--- config.mk ---
export PLATFORM = sky130hd
export DESIGN_NAME = ooo_core
export DESIGN_NICKNAME = d
export VERILOG_FILES = /design/src/verilog/core_pkg.sv /design/src/verilog/core_ifs.sv /design/src/verilog/issue_unit.sv /design/src/verilog/reg_file.sv /design/src/verilog/rob.sv /design/src/verilog/alu_station.sv /design/src/verilog/cdb_arbiter.sv /design/src/verilog/ooo_core.sv
export SDC_FILE = /design/constraint.sdc
export NUM_CORES = 1
export LEC_CHECK = 0
export ABC_AREA = 1
export BUFFER_PORTS_ARGS = -buffer_cell sky130_fd_sc_hd__buf_2
export CAP_MARGIN = 10
export CORE_MARGIN = 2
export CORE_UTILIZATION = 28
export DETAILED_ROUTE_END_ITERATION = 7
export PLACE_DENSITY_LB_ADDON = 0.15
export SLEW_MARGIN = 25
export SYNTH_ARGS = -nofsm -noshare
export SYNTH_HDL_FRONTEND = slang
export SYNTH_SLANG_ARGS = --single-unit
--- constraint.sdc ---
create_clock -name clk -period 3.9 [get_ports clk]
set_clock_uncertainty 0.15 [all_clocks]
set_input_delay 0.39 -clock clk [delete_from_list [all_inputs] [get_ports clk]]
set_output_delay 0.39 -clock clk [all_outputs]
set_load 0.02 [all_outputs]
--- src/verilog/core_pkg.sv ---
package core_pkg;

	//////////////////////////////
	// sizes
	//////////////////////////////

	localparam int data_width = 16;
	localparam int reg_count = 8;
	localparam int reg_w = 3;
	localparam int rob_depth = 8;
	localparam int tag_w = 3;
	localparam int alu_count = 2;

	//////////////////////////////
	// instruction word
	//////////////////////////////

	typedef enum logic [1:0] {
		OP_ADD = 2'd0,
		OP_SUB = 2'd1,
		OP_XOR = 2'd2,
		OP_ADDI = 2'd3
	} op_t;

	// register form, low bits unused
	typedef struct packed {
		op_t op;
		logic [reg_w-1:0] rd;
		logic [reg_w-1:0] rs1;
		logic [reg_w-1:0] rs2;
		logic [4:0] pad;
	} inst_r_t;

	// immediate form, imm is two's complement
	typedef struct packed {
		op_t op;
		logic [reg_w-1:0] rd;
		logic [reg_w-1:0] rs1;
		logic signed [7:0] imm;
	} inst_i_t;

	typedef union packed {
		inst_r_t r;
		inst_i_t i;
	} inst_word_u;

endpackage

--- src/verilog/core_ifs.sv ---
`timescale 1ns/1ps

// issue unit to one station
interface dispatch_if;
	import core_pkg::*;

	logic valid;
	op_t op;
	logic [tag_w-1:0] tag;
	logic a_ready;
	logic [tag_w-1:0] a_tag;
	logic [data_width-1:0] a_data;
	logic b_ready;
	logic [tag_w-1:0] b_tag;
	logic [data_width-1:0] b_data;
	logic busy;

	modport driver (
		output valid, op, tag, a_ready, a_tag, a_data, b_ready, b_tag, b_data,
		input busy
	);
	modport station (
		input valid, op, tag, a_ready, a_tag, a_data, b_ready, b_tag, b_data,
		output busy
	);
endinterface

// one station asking for the cdb
interface result_if;
	import core_pkg::*;

	logic req;
	logic grant;
	logic [tag_w-1:0] tag;
	logic [data_width-1:0] data;

	modport requester (output req, tag, data, input grant);
	modport arbiter (input req, tag, data, output grant);
endinterface

--- src/verilog/issue_unit.sv ---
`timescale 1ns/1ps

module issue_unit (
	input logic clk,
	input logic rst_n,
	input logic inst_valid,
	input core_pkg::inst_word_u inst,
	output logic inst_ready,
	input logic rob_full,
	input logic [core_pkg::tag_w-1:0] rob_tail_tag,
	output logic rob_alloc,
	output logic [core_pkg::reg_w-1:0] rf_rs1,
	output logic [core_pkg::reg_w-1:0] rf_rs2,
	input logic [1:0] rf_busy,
	input logic [core_pkg::tag_w-1:0] rf_tag [2],
	input logic [core_pkg::data_width-1:0] rf_data [2],
	output logic [core_pkg::tag_w-1:0] rob_rd_tag [2],
	input logic [1:0] rob_rd_done,
	input logic [core_pkg::data_width-1:0] rob_rd_data [2],
	input logic cdb_valid,
	input logic [core_pkg::tag_w-1:0] cdb_tag,
	input logic [core_pkg::data_width-1:0] cdb_data,
	output logic [core_pkg::reg_w-1:0] issue_rd,
	output logic [core_pkg::tag_w-1:0] issue_tag,
	dispatch_if.driver stations [core_pkg::alu_count]
);
	import core_pkg::*;

	logic accept;
	logic is_imm;
	logic [alu_count-1:0] free;
	logic [alu_count-1:0] pick;
	logic [1:0] src_ready;
	logic [data_width-1:0] src_data [2];

	// dispatch register, disp_sel is one-hot and doubles as valid
	logic [alu_count-1:0] disp_sel;
	op_t disp_op;
	logic [tag_w-1:0] disp_tag;
	logic [1:0] disp_ready;
	logic [tag_w-1:0] disp_src_tag [2];
	logic [data_width-1:0] disp_data [2];

	//////////////////////////////
	// station choice
	//////////////////////////////

	// a station with a dispatch in flight is not free yet
	for (genvar g = 0; g < alu_count; g++) begin : g_free
		assign free[g] = !stations[g].busy && !disp_sel[g];
	end

	// lowest free station
	assign pick = free & (-free);

	assign inst_ready = !rob_full && (|free);
	assign accept = inst_valid && inst_ready;

	//////////////////////////////
	// decode and operand lookup
	//////////////////////////////

	assign is_imm = inst.r.op == OP_ADDI;
	assign rf_rs1 = inst.r.rs1;
	assign rf_rs2 = inst.r.rs2;
	assign rob_rd_tag[0] = rf_tag[0];
	assign rob_rd_tag[1] = rf_tag[1];

	always_comb begin
		for (int k = 0; k < 2; k++) begin
			if (!rf_busy[k]) begin
				src_ready[k] = 1'b1;
				src_data[k] = rf_data[k];
			end else if (rob_rd_done[k]) begin
				src_ready[k] = 1'b1;
				src_data[k] = rob_rd_data[k];
			end else if (cdb_valid && cdb_tag == rf_tag[k]) begin
				src_ready[k] = 1'b1;
				src_data[k] = cdb_data;
			end else begin
				src_ready[k] = 1'b0;
				src_data[k] = rf_data[k];
			end
		end
		// immediate replaces rs2
		if (is_imm) begin
			src_ready[1] = 1'b1;
			src_data[1] = {{(data_width - 8){inst.i.imm[7]}}, inst.i.imm};
		end
	end

	assign rob_alloc = accept;
	assign issue_rd = inst.r.rd;
	assign issue_tag = rob_tail_tag;

	//////////////////////////////
	// dispatch
	//////////////////////////////

	always_ff @(posedge clk or negedge rst_n) begin
		if (!rst_n)
			disp_sel <= '0;
		else
			disp_sel <= accept ? pick : '0;
	end

	always_ff @(posedge clk) begin
		if (accept) begin
			disp_op <= inst.r.op;
			disp_tag <= rob_tail_tag;
			disp_ready <= src_ready;
			for (int k = 0; k < 2; k++) begin
				disp_src_tag[k] <= rf_tag[k];
				disp_data[k] <= src_data[k];
			end
		end
	end

	for (genvar g = 0; g < alu_count; g++) begin : g_disp
		assign stations[g].valid = disp_sel[g];
		assign stations[g].op = disp_op;
		assign stations[g].tag = disp_tag;
		assign stations[g].a_ready = disp_ready[0];
		assign stations[g].a_tag = disp_src_tag[0];
		assign stations[g].a_data = disp_data[0];
		assign stations[g].b_ready = disp_ready[1];
		assign stations[g].b_tag = disp_src_tag[1];
		assign stations[g].b_data = disp_data[1];
	end

endmodule

--- src/verilog/reg_file.sv ---
`timescale 1ns/1ps

module reg_file (
	input logic clk,
	input logic rst_n,
	input logic [core_pkg::reg_w-1:0] rs1,
	input logic [core_pkg::reg_w-1:0] rs2,
	output logic [1:0] busy,
	output logic [core_pkg::tag_w-1:0] tag [2],
	output logic [core_pkg::data_width-1:0] data [2],
	input logic issue_valid,
	input logic [core_pkg::reg_w-1:0] issue_rd,
	input logic [core_pkg::tag_w-1:0] issue_tag,
	input logic commit_valid,
	input logic [core_pkg::reg_w-1:0] commit_rd,
	input logic [core_pkg::tag_w-1:0] commit_tag,
	input logic [core_pkg::data_width-1:0] commit_data
);
	import core_pkg::*;

	logic [data_width-1:0] regs [reg_count];
	logic [reg_count-1:0] reg_busy;
	logic [tag_w-1:0] reg_tag [reg_count];

	// read ports
	assign busy[0] = reg_busy[rs1];
	assign busy[1] = reg_busy[rs2];
	assign tag[0] = reg_tag[rs1];
	assign tag[1] = reg_tag[rs2];
	assign data[0] = regs[rs1];
	assign data[1] = regs[rs2];

	always_ff @(posedge clk or negedge rst_n) begin
		if (!rst_n) begin
			reg_busy <= '0;
			for (int i = 0; i < reg_count; i++) begin
				regs[i] <= '0;
				reg_tag[i] <= '0;
			end
		end else begin
			if (commit_valid)
				regs[commit_rd] <= commit_data;
			for (int i = 0; i < reg_count; i++) begin
				// a newer issue keeps the register busy
				if (issue_valid && issue_rd == reg_w'(i)) begin
					reg_busy[i] <= 1'b1;
					reg_tag[i] <= issue_tag;
				end else if (commit_valid && commit_rd == reg_w'(i) &&
						reg_tag[i] == commit_tag) begin
					reg_busy[i] <= 1'b0;
				end
			end
		end
	end

endmodule

--- src/verilog/rob.sv ---
`timescale 1ns/1ps

module rob (
	input logic clk,
	input logic rst_n,
	input logic alloc,
	input logic [core_pkg::reg_w-1:0] alloc_rd,
	output logic full,
	output logic [core_pkg::tag_w-1:0] tail_tag,
	input logic [core_pkg::tag_w-1:0] rd_tag [2],
	output logic [1:0] rd_done,
	output logic [core_pkg::data_width-1:0] rd_data [2],
	input logic cdb_valid,
	input logic [core_pkg::tag_w-1:0] cdb_tag,
	input logic [core_pkg::data_width-1:0] cdb_data,
	output logic commit_valid,
	output logic [core_pkg::reg_w-1:0] commit_rd,
	output logic [core_pkg::tag_w-1:0] commit_tag,
	output logic [core_pkg::data_width-1:0] commit_data
);
	import core_pkg::*;

	logic [tag_w-1:0] head;
	logic [tag_w-1:0] tail;
	logic [tag_w:0] count;
	logic [rob_depth-1:0] done;
	logic [reg_w-1:0] dest [rob_depth];
	logic [data_width-1:0] value [rob_depth];

	assign full = count == (tag_w + 1)'(rob_depth);
	assign tail_tag = tail;

	// operand forwarding
	for (genvar k = 0; k < 2; k++) begin : g_read
		assign rd_done[k] = done[rd_tag[k]];
		assign rd_data[k] = value[rd_tag[k]];
	end

	// head retires once its result is in
	assign commit_valid = (count != '0) && done[head];
	assign commit_rd = dest[head];
	assign commit_tag = head;
	assign commit_data = value[head];

	//////////////////////////////
	// pointers and done flags
	//////////////////////////////

	always_ff @(posedge clk or negedge rst_n) begin
		if (!rst_n) begin
			head <= '0;
			tail <= '0;
			count <= '0;
			done <= '0;
		end else begin
			if (alloc) begin
				done[tail] <= 1'b0;
				tail <= tail + tag_w'(1);
			end
			if (cdb_valid)
				done[cdb_tag] <= 1'b1;
			if (commit_valid)
				head <= head + tag_w'(1);
			count <= count + {{tag_w{1'b0}}, alloc} - {{tag_w{1'b0}}, commit_valid};
		end
	end

	always_ff @(posedge clk) begin
		if (alloc)
			dest[tail] <= alloc_rd;
		if (cdb_valid)
			value[cdb_tag] <= cdb_data;
	end

endmodule

--- src/verilog/alu_station.sv ---
`timescale 1ns/1ps

module alu_station (
	input logic clk,
	input logic rst_n,
	dispatch_if.station disp,
	input logic cdb_valid,
	input logic [core_pkg::tag_w-1:0] cdb_tag,
	input logic [core_pkg::data_width-1:0] cdb_data,
	result_if.requester res
);
	import core_pkg::*;

	logic busy;
	op_t cur_op;
	logic [tag_w-1:0] cur_tag;
	logic [1:0] in_ready;
	logic [tag_w-1:0] in_tag [2];
	logic [data_width-1:0] in_data [2];
	logic [1:0] in_hit;
	logic [1:0] snoop;
	logic [1:0] opnd_ready;
	logic [tag_w-1:0] opnd_tag [2];
	logic [data_width-1:0] opnd_data [2];
	logic [data_width-1:0] result;

	assign in_ready = {disp.b_ready, disp.a_ready};
	assign in_tag[0] = disp.a_tag;
	assign in_tag[1] = disp.b_tag;
	assign in_data[0] = disp.a_data;
	assign in_data[1] = disp.b_data;

	// cdb match on the incoming dispatch and on held operands
	always_comb begin
		for (int k = 0; k < 2; k++) begin
			in_hit[k] = cdb_valid && cdb_tag == in_tag[k];
			snoop[k] = busy && !opnd_ready[k] && cdb_valid && cdb_tag == opnd_tag[k];
		end
	end

	always_ff @(posedge clk or negedge rst_n) begin
		if (!rst_n) begin
			busy <= 1'b0;
			opnd_ready <= '0;
		end else begin
			if (disp.valid)
				busy <= 1'b1;
			else if (res.req && res.grant)
				busy <= 1'b0;
			for (int k = 0; k < 2; k++) begin
				if (disp.valid)
					opnd_ready[k] <= in_ready[k] || in_hit[k];
				else if (snoop[k])
					opnd_ready[k] <= 1'b1;
			end
		end
	end

	always_ff @(posedge clk) begin
		if (disp.valid) begin
			cur_op <= disp.op;
			cur_tag <= disp.tag;
		end
		for (int k = 0; k < 2; k++) begin
			if (disp.valid) begin
				opnd_tag[k] <= in_tag[k];
				opnd_data[k] <= in_ready[k] ? in_data[k] : cdb_data;
			end else if (snoop[k]) begin
				opnd_data[k] <= cdb_data;
			end
		end
	end

	// alu, addi uses the add path
	always_comb begin
		case (cur_op)
			OP_SUB: result = opnd_data[0] - opnd_data[1];
			OP_XOR: result = opnd_data[0] ^ opnd_data[1];
			default: result = opnd_data[0] + opnd_data[1];
		endcase
	end

	assign disp.busy = busy;
	assign res.req = busy && (&opnd_ready);
	assign res.tag = cur_tag;
	assign res.data = result;

endmodule

--- src/verilog/cdb_arbiter.sv ---
`timescale 1ns/1ps

module cdb_arbiter (
	input logic clk,
	input logic rst_n,
	result_if.arbiter reqs [core_pkg::alu_count],
	output logic cdb_valid,
	output logic [core_pkg::tag_w-1:0] cdb_tag,
	output logic [core_pkg::data_width-1:0] cdb_data
);
	import core_pkg::*;

	logic [alu_count-1:0] req;
	logic [alu_count-1:0] grant;
	logic [tag_w-1:0] req_tag [alu_count];
	logic [data_width-1:0] req_data [alu_count];
	logic [tag_w-1:0] last_tag;
	logic [data_width-1:0] last_data;

	for (genvar g = 0; g < alu_count; g++) begin : g_port
		assign req[g] = reqs[g].req;
		assign req_tag[g] = reqs[g].tag;
		assign req_data[g] = reqs[g].data;
		assign reqs[g].grant = grant[g];
	end

	// fixed priority, station 0 first
	assign grant = req & (-req);

	always_comb begin
		cdb_valid = |req;
		cdb_tag = last_tag;
		cdb_data = last_data;
		for (int i = 0; i < alu_count; i++) begin
			if (grant[i]) begin
				cdb_tag = req_tag[i];
				cdb_data = req_data[i];
			end
		end
	end

	// idle bus keeps showing the last transfer
	always_ff @(posedge clk or negedge rst_n) begin
		if (!rst_n) begin
			last_tag <= '0;
			last_data <= '0;
		end else if (cdb_valid) begin
			last_tag <= cdb_tag;
			last_data <= cdb_data;
		end
	end

endmodule

--- src/verilog/ooo_core.sv ---
`timescale 1ns/1ps

module ooo_core (
	input logic clk,
	input logic rst_n,
	input logic inst_valid,
	input logic [15:0] inst,
	output logic inst_ready,
	output logic commit_valid,
	output logic [core_pkg::reg_w-1:0] commit_rd,
	output logic [core_pkg::data_width-1:0] commit_data
);
	import core_pkg::*;

	logic rob_full;
	logic [tag_w-1:0] rob_tail_tag;
	logic rob_alloc;
	logic [reg_w-1:0] rf_rs1;
	logic [reg_w-1:0] rf_rs2;
	logic [1:0] rf_busy;
	logic [tag_w-1:0] rf_tag [2];
	logic [data_width-1:0] rf_data [2];
	logic [tag_w-1:0] rob_rd_tag [2];
	logic [1:0] rob_rd_done;
	logic [data_width-1:0] rob_rd_data [2];
	logic [reg_w-1:0] issue_rd;
	logic [tag_w-1:0] issue_tag;
	logic [tag_w-1:0] commit_tag;

	// cdb
	logic cdb_valid;
	logic [tag_w-1:0] cdb_tag;
	logic [data_width-1:0] cdb_data;

	dispatch_if disp [alu_count] ();
	result_if res [alu_count] ();

	issue_unit u_issue (
		.clk,
		.rst_n,
		.inst_valid,
		.inst(inst),
		.inst_ready,
		.rob_full,
		.rob_tail_tag,
		.rob_alloc,
		.rf_rs1,
		.rf_rs2,
		.rf_busy,
		.rf_tag,
		.rf_data,
		.rob_rd_tag,
		.rob_rd_done,
		.rob_rd_data,
		.cdb_valid,
		.cdb_tag,
		.cdb_data,
		.issue_rd,
		.issue_tag,
		.stations(disp)
	);

	reg_file u_reg_file (
		.clk,
		.rst_n,
		.rs1(rf_rs1),
		.rs2(rf_rs2),
		.busy(rf_busy),
		.tag(rf_tag),
		.data(rf_data),
		.issue_valid(rob_alloc),
		.issue_rd,
		.issue_tag,
		.commit_valid,
		.commit_rd,
		.commit_tag,
		.commit_data
	);

	rob u_rob (
		.clk,
		.rst_n,
		.alloc(rob_alloc),
		.alloc_rd(issue_rd),
		.full(rob_full),
		.tail_tag(rob_tail_tag),
		.rd_tag(rob_rd_tag),
		.rd_done(rob_rd_done),
		.rd_data(rob_rd_data),
		.cdb_valid,
		.cdb_tag,
		.cdb_data,
		.commit_valid,
		.commit_rd,
		.commit_tag,
		.commit_data
	);

	for (genvar g = 0; g < alu_count; g++) begin : g_station
		alu_station u_station (
			.clk,
			.rst_n,
			.disp(disp[g]),
			.cdb_valid,
			.cdb_tag,
			.cdb_data,
			.res(res[g])
		);
	end

	cdb_arbiter u_arbiter (
		.clk,
		.rst_n,
		.reqs(res),
		.cdb_valid,
		.cdb_tag,
		.cdb_data
	);

endmodule

# Yosys cells after proc, flatten, opt, wreduce, memory -nomap -nowiden
# Memories as Yosys holds them, arrays and structs flattened.
# Cells that the tools add are included.
dict set report totals {
  register_bits 222
  ram_bits 266
  out_inout_bits 21
  elab_cells 315
  memories 8
}
dict set report op_classes {
  n_addsub 10
  order_cmp 13
  eq_ne 36
  mux 101
  bitwise_logic 16
  n_reduce_logical 86
}
# memory depth word_bits rd rd_clocked_by_memory_dff write_ports line_no
set mem_list {}
lappend mem_list {u_rob.value 8 16 3 0 1 rob.sv:28} ;# logic [data_width-1:0] value [rob_depth];
lappend mem_list {{g_station[0].u_station.opnd_data} 2 16 2 0 2 alu_station.sv:24} ;# logic [data_width-1:0] opnd_data [2];
lappend mem_list {{g_station[1].u_station.opnd_data} 2 16 2 0 2 alu_station.sv:24}
lappend mem_list {u_issue.disp_data 2 16 2 0 2 issue_unit.sv:42} ;# logic [data_width-1:0] disp_data [2];
lappend mem_list {u_rob.dest 8 3 1 0 1 rob.sv:27} ;# logic [reg_w-1:0] dest [rob_depth];
lappend mem_list {{g_station[0].u_station.opnd_tag} 2 3 2 0 2 alu_station.sv:23} ;# logic [tag_w-1:0] opnd_tag [2];
lappend mem_list {{+2 memories} -- -- -- -- -- --}
# operator count
set ops {}
lappend ops {{16-bit 2-to-1 mux} 20}
lappend ops {{128-bit bitwise mux} 1}
lappend ops {{16-bit binary-select mux with 3-bit select} 2}
lappend ops {{16-bit case mux with 2 select lines} 2}
lappend ops {{1-bit 2-to-1 mux} 57}
lappend ops {{1-bit logical AND} 52}
lappend ops {{16-bit demux with 3-bit select} 1}
lappend ops {{3-bit == test} 16}
lappend ops {{16-bit adder} 2}
lappend ops {{16-bit subtractor} 2}
lappend ops {{16-bit bitwise XOR} 2}
lappend ops {{3-bit by 4-bit less-than comparator with 1-bit output, second input constant} 7}
lappend ops {{2-bit nonzero test} 14}
lappend ops {{3-bit == test, second input constant} 8}
lappend ops {{3-bit binary-select mux with 3-bit select} 2}
lappend ops {{3-bit 2-to-1 mux} 6}
lappend ops {{8-bit 2-to-1 mux} 2}
lappend ops {{1-bit binary-select mux with 3-bit select} 5}
lappend ops {{3-bit by 2-bit == test with 1-bit output, second input constant} 4}
lappend ops {{4-bit >= comparator, second input constant} 3}
lappend ops {{3-bit inverter with 4-bit output} 3}
lappend ops {{1-bit zero test} 9}
lappend ops {{8-bit bitwise AND} 1}
lappend ops {{8-bit inverter} 1}
lappend ops {{22 further kinds} 40}

# Depth between registers and ports, before layout
dict set report depth {
  depth_word 12
  ltp_mapped 27
}

# Cells and area by module
# A second synthesis with hierarchy kept.
dict set report unflattened {
  cells_unflattened 4091
  hier_area_um2 30799.5
}
# module instances cells_per_inst area_each_um2 seq_area_each_um2
set by_module_without_submodules {}
lappend by_module_without_submodules {reg_file 1 1569 10020.9 4003.8}
lappend by_module_without_submodules {rob 1 1080 9236.4 5014.8}
lappend by_module_without_submodules {alu_station 2 436 3570.9 1366.3}
lappend by_module_without_submodules {issue_unit 1 443 3433.3 1401.3}
lappend by_module_without_submodules {cdb_arbiter 1 127 967.2 475.5}

# Worst setup path after synthesis
# Ideal clock, no wire load.
dict set report synth_timing {
  path_kind {flip-flop to flip-flop}
  startpoint {memory g_station[1].u_station.opnd_data[1][1]}
  endpoint {memory g_station[0].u_station.opnd_data[1][15], data pin}
  setup_time_ps 263
  arrival_ps 3146
  slack_ps 341
  path_stages_with_launch 25
  path_buffers 0
  path_cell_list {edfxtp_1 inv_1 ha_1 inv_1 nor2_1 nand3b_1 nor3_1 nand2_1 nor2_1 a21oi_1 xor2_1 inv_1 ha_1 nand2_1 nor3_1 and2_1 nand2_1 nand2_1 nand2_1 nand3_1 nand2_1 nand3_1 nand3_1 o21bai_1 o21ai_0}
}
# item line_no
set synth_rtl {}
lappend synth_rtl {{start: declaration} alu_station.sv:24}
lappend synth_rtl {{end: declaration} alu_station.sv:24}

# Worst setup path after layout
dict set report layout_timing {
  startpoint {register u_rob.head[2], in the netlist u_rob.commit_tag[2]}
  endpoint {output commit_data[14] in the netlist's numbering}
}
dict set report layout_between {
  elab_chain_cells 1
}
# item line_no
set layout_lines {}
lappend layout_lines {{start: declaration} rob.sv:23} ;# logic [tag_w-1:0] head;
lappend layout_lines {{start signal: assignment} rob.sv:63} ;# head <= head + tag_w'(1);
lappend layout_lines {{memory 8 x 16 bit} --}
lappend layout_lines {{end: declaration} ooo_core.sv:11} ;# output logic [core_pkg::data_width-1:0] commit_data
# Every way passes these cells.

==> summary.txt <==
Synthesis
  • Post-synth net total: 3,844
  • Yosys warning total: 0
  • Mean Syn Cell Area: 7.71 µm²
  • Sequential share of the synthesized area: 0.468
  • Post-synth top area cell: edfxtp_1
  • Number of flops mapped to enable cells by yosys: 283
  • Post-Syn Area: 29,100 µm²
  • Netlist cell types: 55
  • Top cells by area, synth: edfxtp_1 29%, dfrtp_1 18%, nand2_1 14%
  • Synth top area share: 0.292
  • Ys async rst share: 0.420
  • #FFs+latches synth: 488
  • Mapped Cells: 3,782
  • Main flop type after synthesis: edfxtp_1

Worst setup path
  • CP delay by family, top: buffers and inverters
  • Crit path buf inv count: 5
  • Worst r2r src: g_station[1].u_station.opnd_data[1][0]
  • CP Launch Type: flop
  • CP max-delay cell: inv_2
  • Crit end category: primary output
  • R2R Path End: g_station[1].u_station.opnd_data[0][15]
  • CP arrival: 3.22 ns
  • CP dominant cell by count: buf_4
  • Critical path depth: 7
  • Worst-path cell chain: inv_2 -> buf_4 -> buf_4 -> a221oi_1 -> a31oi_1 -> buf_4 -> buf_2
  • Slowest stage delay, CP: 0.55 ns
  • R2r worst-path depth: 25
  • Crit Path Class: reg2out
  • CP required: 3.36 ns
  • CP max FO: 21
  • Register-to-register path setup slack: 0.15 ns

STA
  • Relative slew margins: 0.354
  • Final setup violation count: 0
  • Worst hold slack: 0.166 ns
  • Crit path time final: 3.76 ns
  • Slew Viols, Final: 0
  • Worst Tran Pin Value: 0.965 ns
  • F_max: 266 MHz
  • Final Hold Vio Count: 0
  • RSZ-0062 raised after global routing: true
  • Period utilization: 0.964

Cells and area
  • Multi-input gate area: 13,500 µm²
  • Post-Layout Cell Count: 5,307
  • Final Util: 0.330
  • Share of cells above drive strength 1: 0.116
  • Fillcell total: 11,048
  • Synth-to-Final Area Change: 17.2%
  • Final Cell Area: 34,200 µm²
  • Final #Nets: 3,936
  • Reg area: 13,600 µm²

Power
  • Power density over the cells: 1010 nW/µm²
  • Leakage: 14.7 nW
  • Final Total Pwr: 34.6 mW
  • Peak VDD IR: 403 µV

Routing
  • Via density: 5.00
  • Routed WL: 113,000 µm
  • Antenna Violating Nets Remaining: 0
  • 1st-iter DRT viols: 2,376
  • DR vias: 26,540
  • Routed length per instance: 21.3 µm
  • DR pass1 iterations: 6
  • DR DRC count: 0

Clock tree
  • Worst skew pair latency: 0.66 ns
  • Sink Count: 488
  • Clk buf depth: 3
  • TritonCTS buffer count: 61
  • H-tree Lvls: 2
  • Clock Pin Slew Worst Setup and Hold Paths: 0.06 ns
  • CTS tree: yes
  • Clk root buf: clkbuf_16

Die
  • Boundary Pins: 40
  • Die Y-Extent: 327 µm
  • Die footprint: 107,000 µm²
  • Initial core utilization: 0.282
  • Core footprint: 103,000 µm²
  • Row count: 118
  • Chip Width: 327 µm

GRT
  • GRT overflow: 0
  • Largest net degree at the start of global routing: 97
  • Vias in the first global route: 25,157
  • Total track usage: 0.208
  • Antenna violations before repair: 3
  • First-pass GRT wire length: 168,000 µm

Placed design
  • Post-DP HPWL: 79,000 µm
  • Area after DPL: 31,700 µm²
  • GPL Wtd Cong: 0.864
  • Post-placement cell count: 5,176
  • Port bufs: 39

Min path
  • Hold Crit Class: in2async

Outcome
  • Status: finished, final reports clean

Run
  • Maxcap violations: 0
worst reg2reg max path, cell delays in order, from the launching register on:
cell and delay, ns:
edfxtp_1 0.40, inv_2 0.07, ha_1 0.16, inv_1 0.05
nor2_2 0.09, nand3b_1 0.13, nor3_2 0.22, nand2_1 0.09
nor2_2 0.17, a21oi_1 0.10, xor2_1 0.14, inv_1 0.09
ha_4 0.29, nand2_1 0.07, nor3_2 0.25, and2_1 0.16
nand2_1 0.07, nand2_1 0.07, nand2_1 0.06, nand3_1 0.07
nand2_1 0.06, nand3_2 0.10, nand3_1 0.09, buf_6 0.16
o21bai_4 0.14, o21ai_0 0.08
through the flow:
step	setup slack (ns)	TNS, ns
final	0.140	0
after global routing	-0.124	-0.787
after CTS	0.00660	0
after detailed placement	-0.0577	-0.252
after global placement	-0.0272	-0.0917
after floorplan	0.341	0
placed cells by master (no fill, tap or decap), types with 13 or more instances in the layout:
| cell | Yosys | layout |
|---|---|---|
| xnor2_1 | 21 | 21 |
| clkbuf_8 | 0 | 17 |
| buf_12 | 0 | 13 |
| nand2_2 | 12 | 16 |
| nand3_1 | 129 | 123 |
| buf_4 | 18 | 172 |
| or2_2 | 16 | 16 |
| buf_2 | 75 | 37 |
| inv_2 | 16 | 29 |
| a21oi_1 | 353 | 347 |
| clkbuf_1 | 86 | 16 |
| xor2_1 | 35 | 35 |
| nand4_1 | 13 | 13 |
| ha_1 | 40 | 36 |
| o22ai_1 | 16 | 16 |
| o21ai_1 | 22 | 32 |
| inv_1 | 328 | 315 |
| nor2_2 | 4 | 15 |
| o21ai_0 | 560 | 548 |
| dfrtp_1 | 205 | 203 |
| nor2_1 | 243 | 231 |
| a31oi_1 | 40 | 39 |
| o211ai_1 | 53 | 53 |
| edfxtp_1 | 283 | 283 |
| nand2_1 | 1083 | 1078 |
| clkbuf_16 | 0 | 63 |
flip-flops by register name, indices dropped and copies added (netlist names), 3 cells and up:
signal and cells:
u_arbiter.last_tag 3, u_rob.done 8, u_issue.stations.tag 3, u_rob.commit_tag 3, g_station.u_station.cur_op 4, u_issue.disp_src_tag 6
g_station.u_station.res.tag 6, u_arbiter.last_data 16, g_station.u_station.opnd_ready 4, u_rob.dest 24, g_station.u_station.opnd_tag 12, u_rob.tail_tag 3
u_rob.value 128, u_reg_file.reg_tag 24, u_reg_file.reg_busy 8, u_rob.count 4, g_station.u_station.opnd_data 64, u_issue.disp_data 32
u_reg_file.regs 128
what timing repair did:
item	4_1_cts	5_1_grt
setup endpoints to repair	11	93
pin swaps	0	23
setup buffers	0	4
endpoints found under the hold margin	105	0
hold buffers	11	0
resized for setup	4	59
cell type report:
| type | instances | share of cell area |
|---|---|---|
| sequential | 488 | 0.399 |
| multi-input combinational | 2739 | 0.394 |
| timing repair buffer | 236 | 0.0552 |
| clock buffer | 96 | 0.0548 |
| tap | 1380 | 0.0506 |
| inverter | 348 | 0.0382 |
| clock inverter | 18 | 0.00758 |
| antenna | 2 | 0.000147 |
how the worst max path moves through the flow:
| stage | slack (ns) | startpoint | endpoint |
|---|---|---|---|
| 5_1_grt | -0.12 | g_station[0].u_station.opnd_data[1][0] | u_issue.disp_data[0][31] |
| 2_1_floorplan | 0.34 | g_station[1].u_station.opnd_data[1][1] | g_station[0].u_station.opnd_data[1][15] |
| 6_report | 0.14 | u_rob.commit_tag[2] | commit_data[14] |
| 4_1_cts | 0.007 | g_station[0].u_station.opnd_data[1][0] | g_station[0].u_station.opnd_data[0][12] |
| 3_3_place_gp | -0.03 | g_station[0].u_station.opnd_data[1][0] | g_station[1].u_station.opnd_data[1][15] |
| 3_5_place_dp | -0.06 | g_station[0].u_station.opnd_data[1][0] | g_station[1].u_station.opnd_data[0][15] |
power breakdown:
part / internal [mW] / total [mW] / switching (mW)
registers: 8.45 / 9.67 / 1.22
clock network: 3.66 / 6.03 / 2.37
logic: 5.72 / 18.9 / 13.2
kinds of logic after synthesis:
| kind of cell | count (synthesis) | synth area share |
|---|---|---|
| simple gates | 1534 | 0.211 |
| compound gates | 1104 | 0.205 |
| buf+inv | 555 | 0.0793 |
| flops | 488 | 0.468 |
| xor+xnor | 56 | 0.0168 |
| fa+ha+maj | 43 | 0.0192 |
| mux | 2 | 0.000687 |
routing by layer:
layer  GRT usage  vias to the layer above  routed length [µm]
met3      0.0216                      139                5910
met2       0.336                      780               51400
met5           0                        -                   0
met4      0.0461                        0                2480
li1            -                    12898                   -
met1       0.299                    12723               53000
synth_stat cells (all sizes together) (3+ instances only):
cell type  instances
xnor2             21
ha                40
clkinv             4
o22ai             16
o21a               4
nor2             251
o21bai             5
buf              121
nand3            130
o21ai            592
nand3b             6
clkbuf            86
nand2           1095
or2               17
a31oi             49
a21oi            356
a21o               4
nor4               5
and2               3
nand4             13
edfxtp           283
dfrtp            205
fa                 3
nor3              13
a221oi            11
xor2              35
inv              344
o211ai            53
Power figures use the tool's default switching activity.
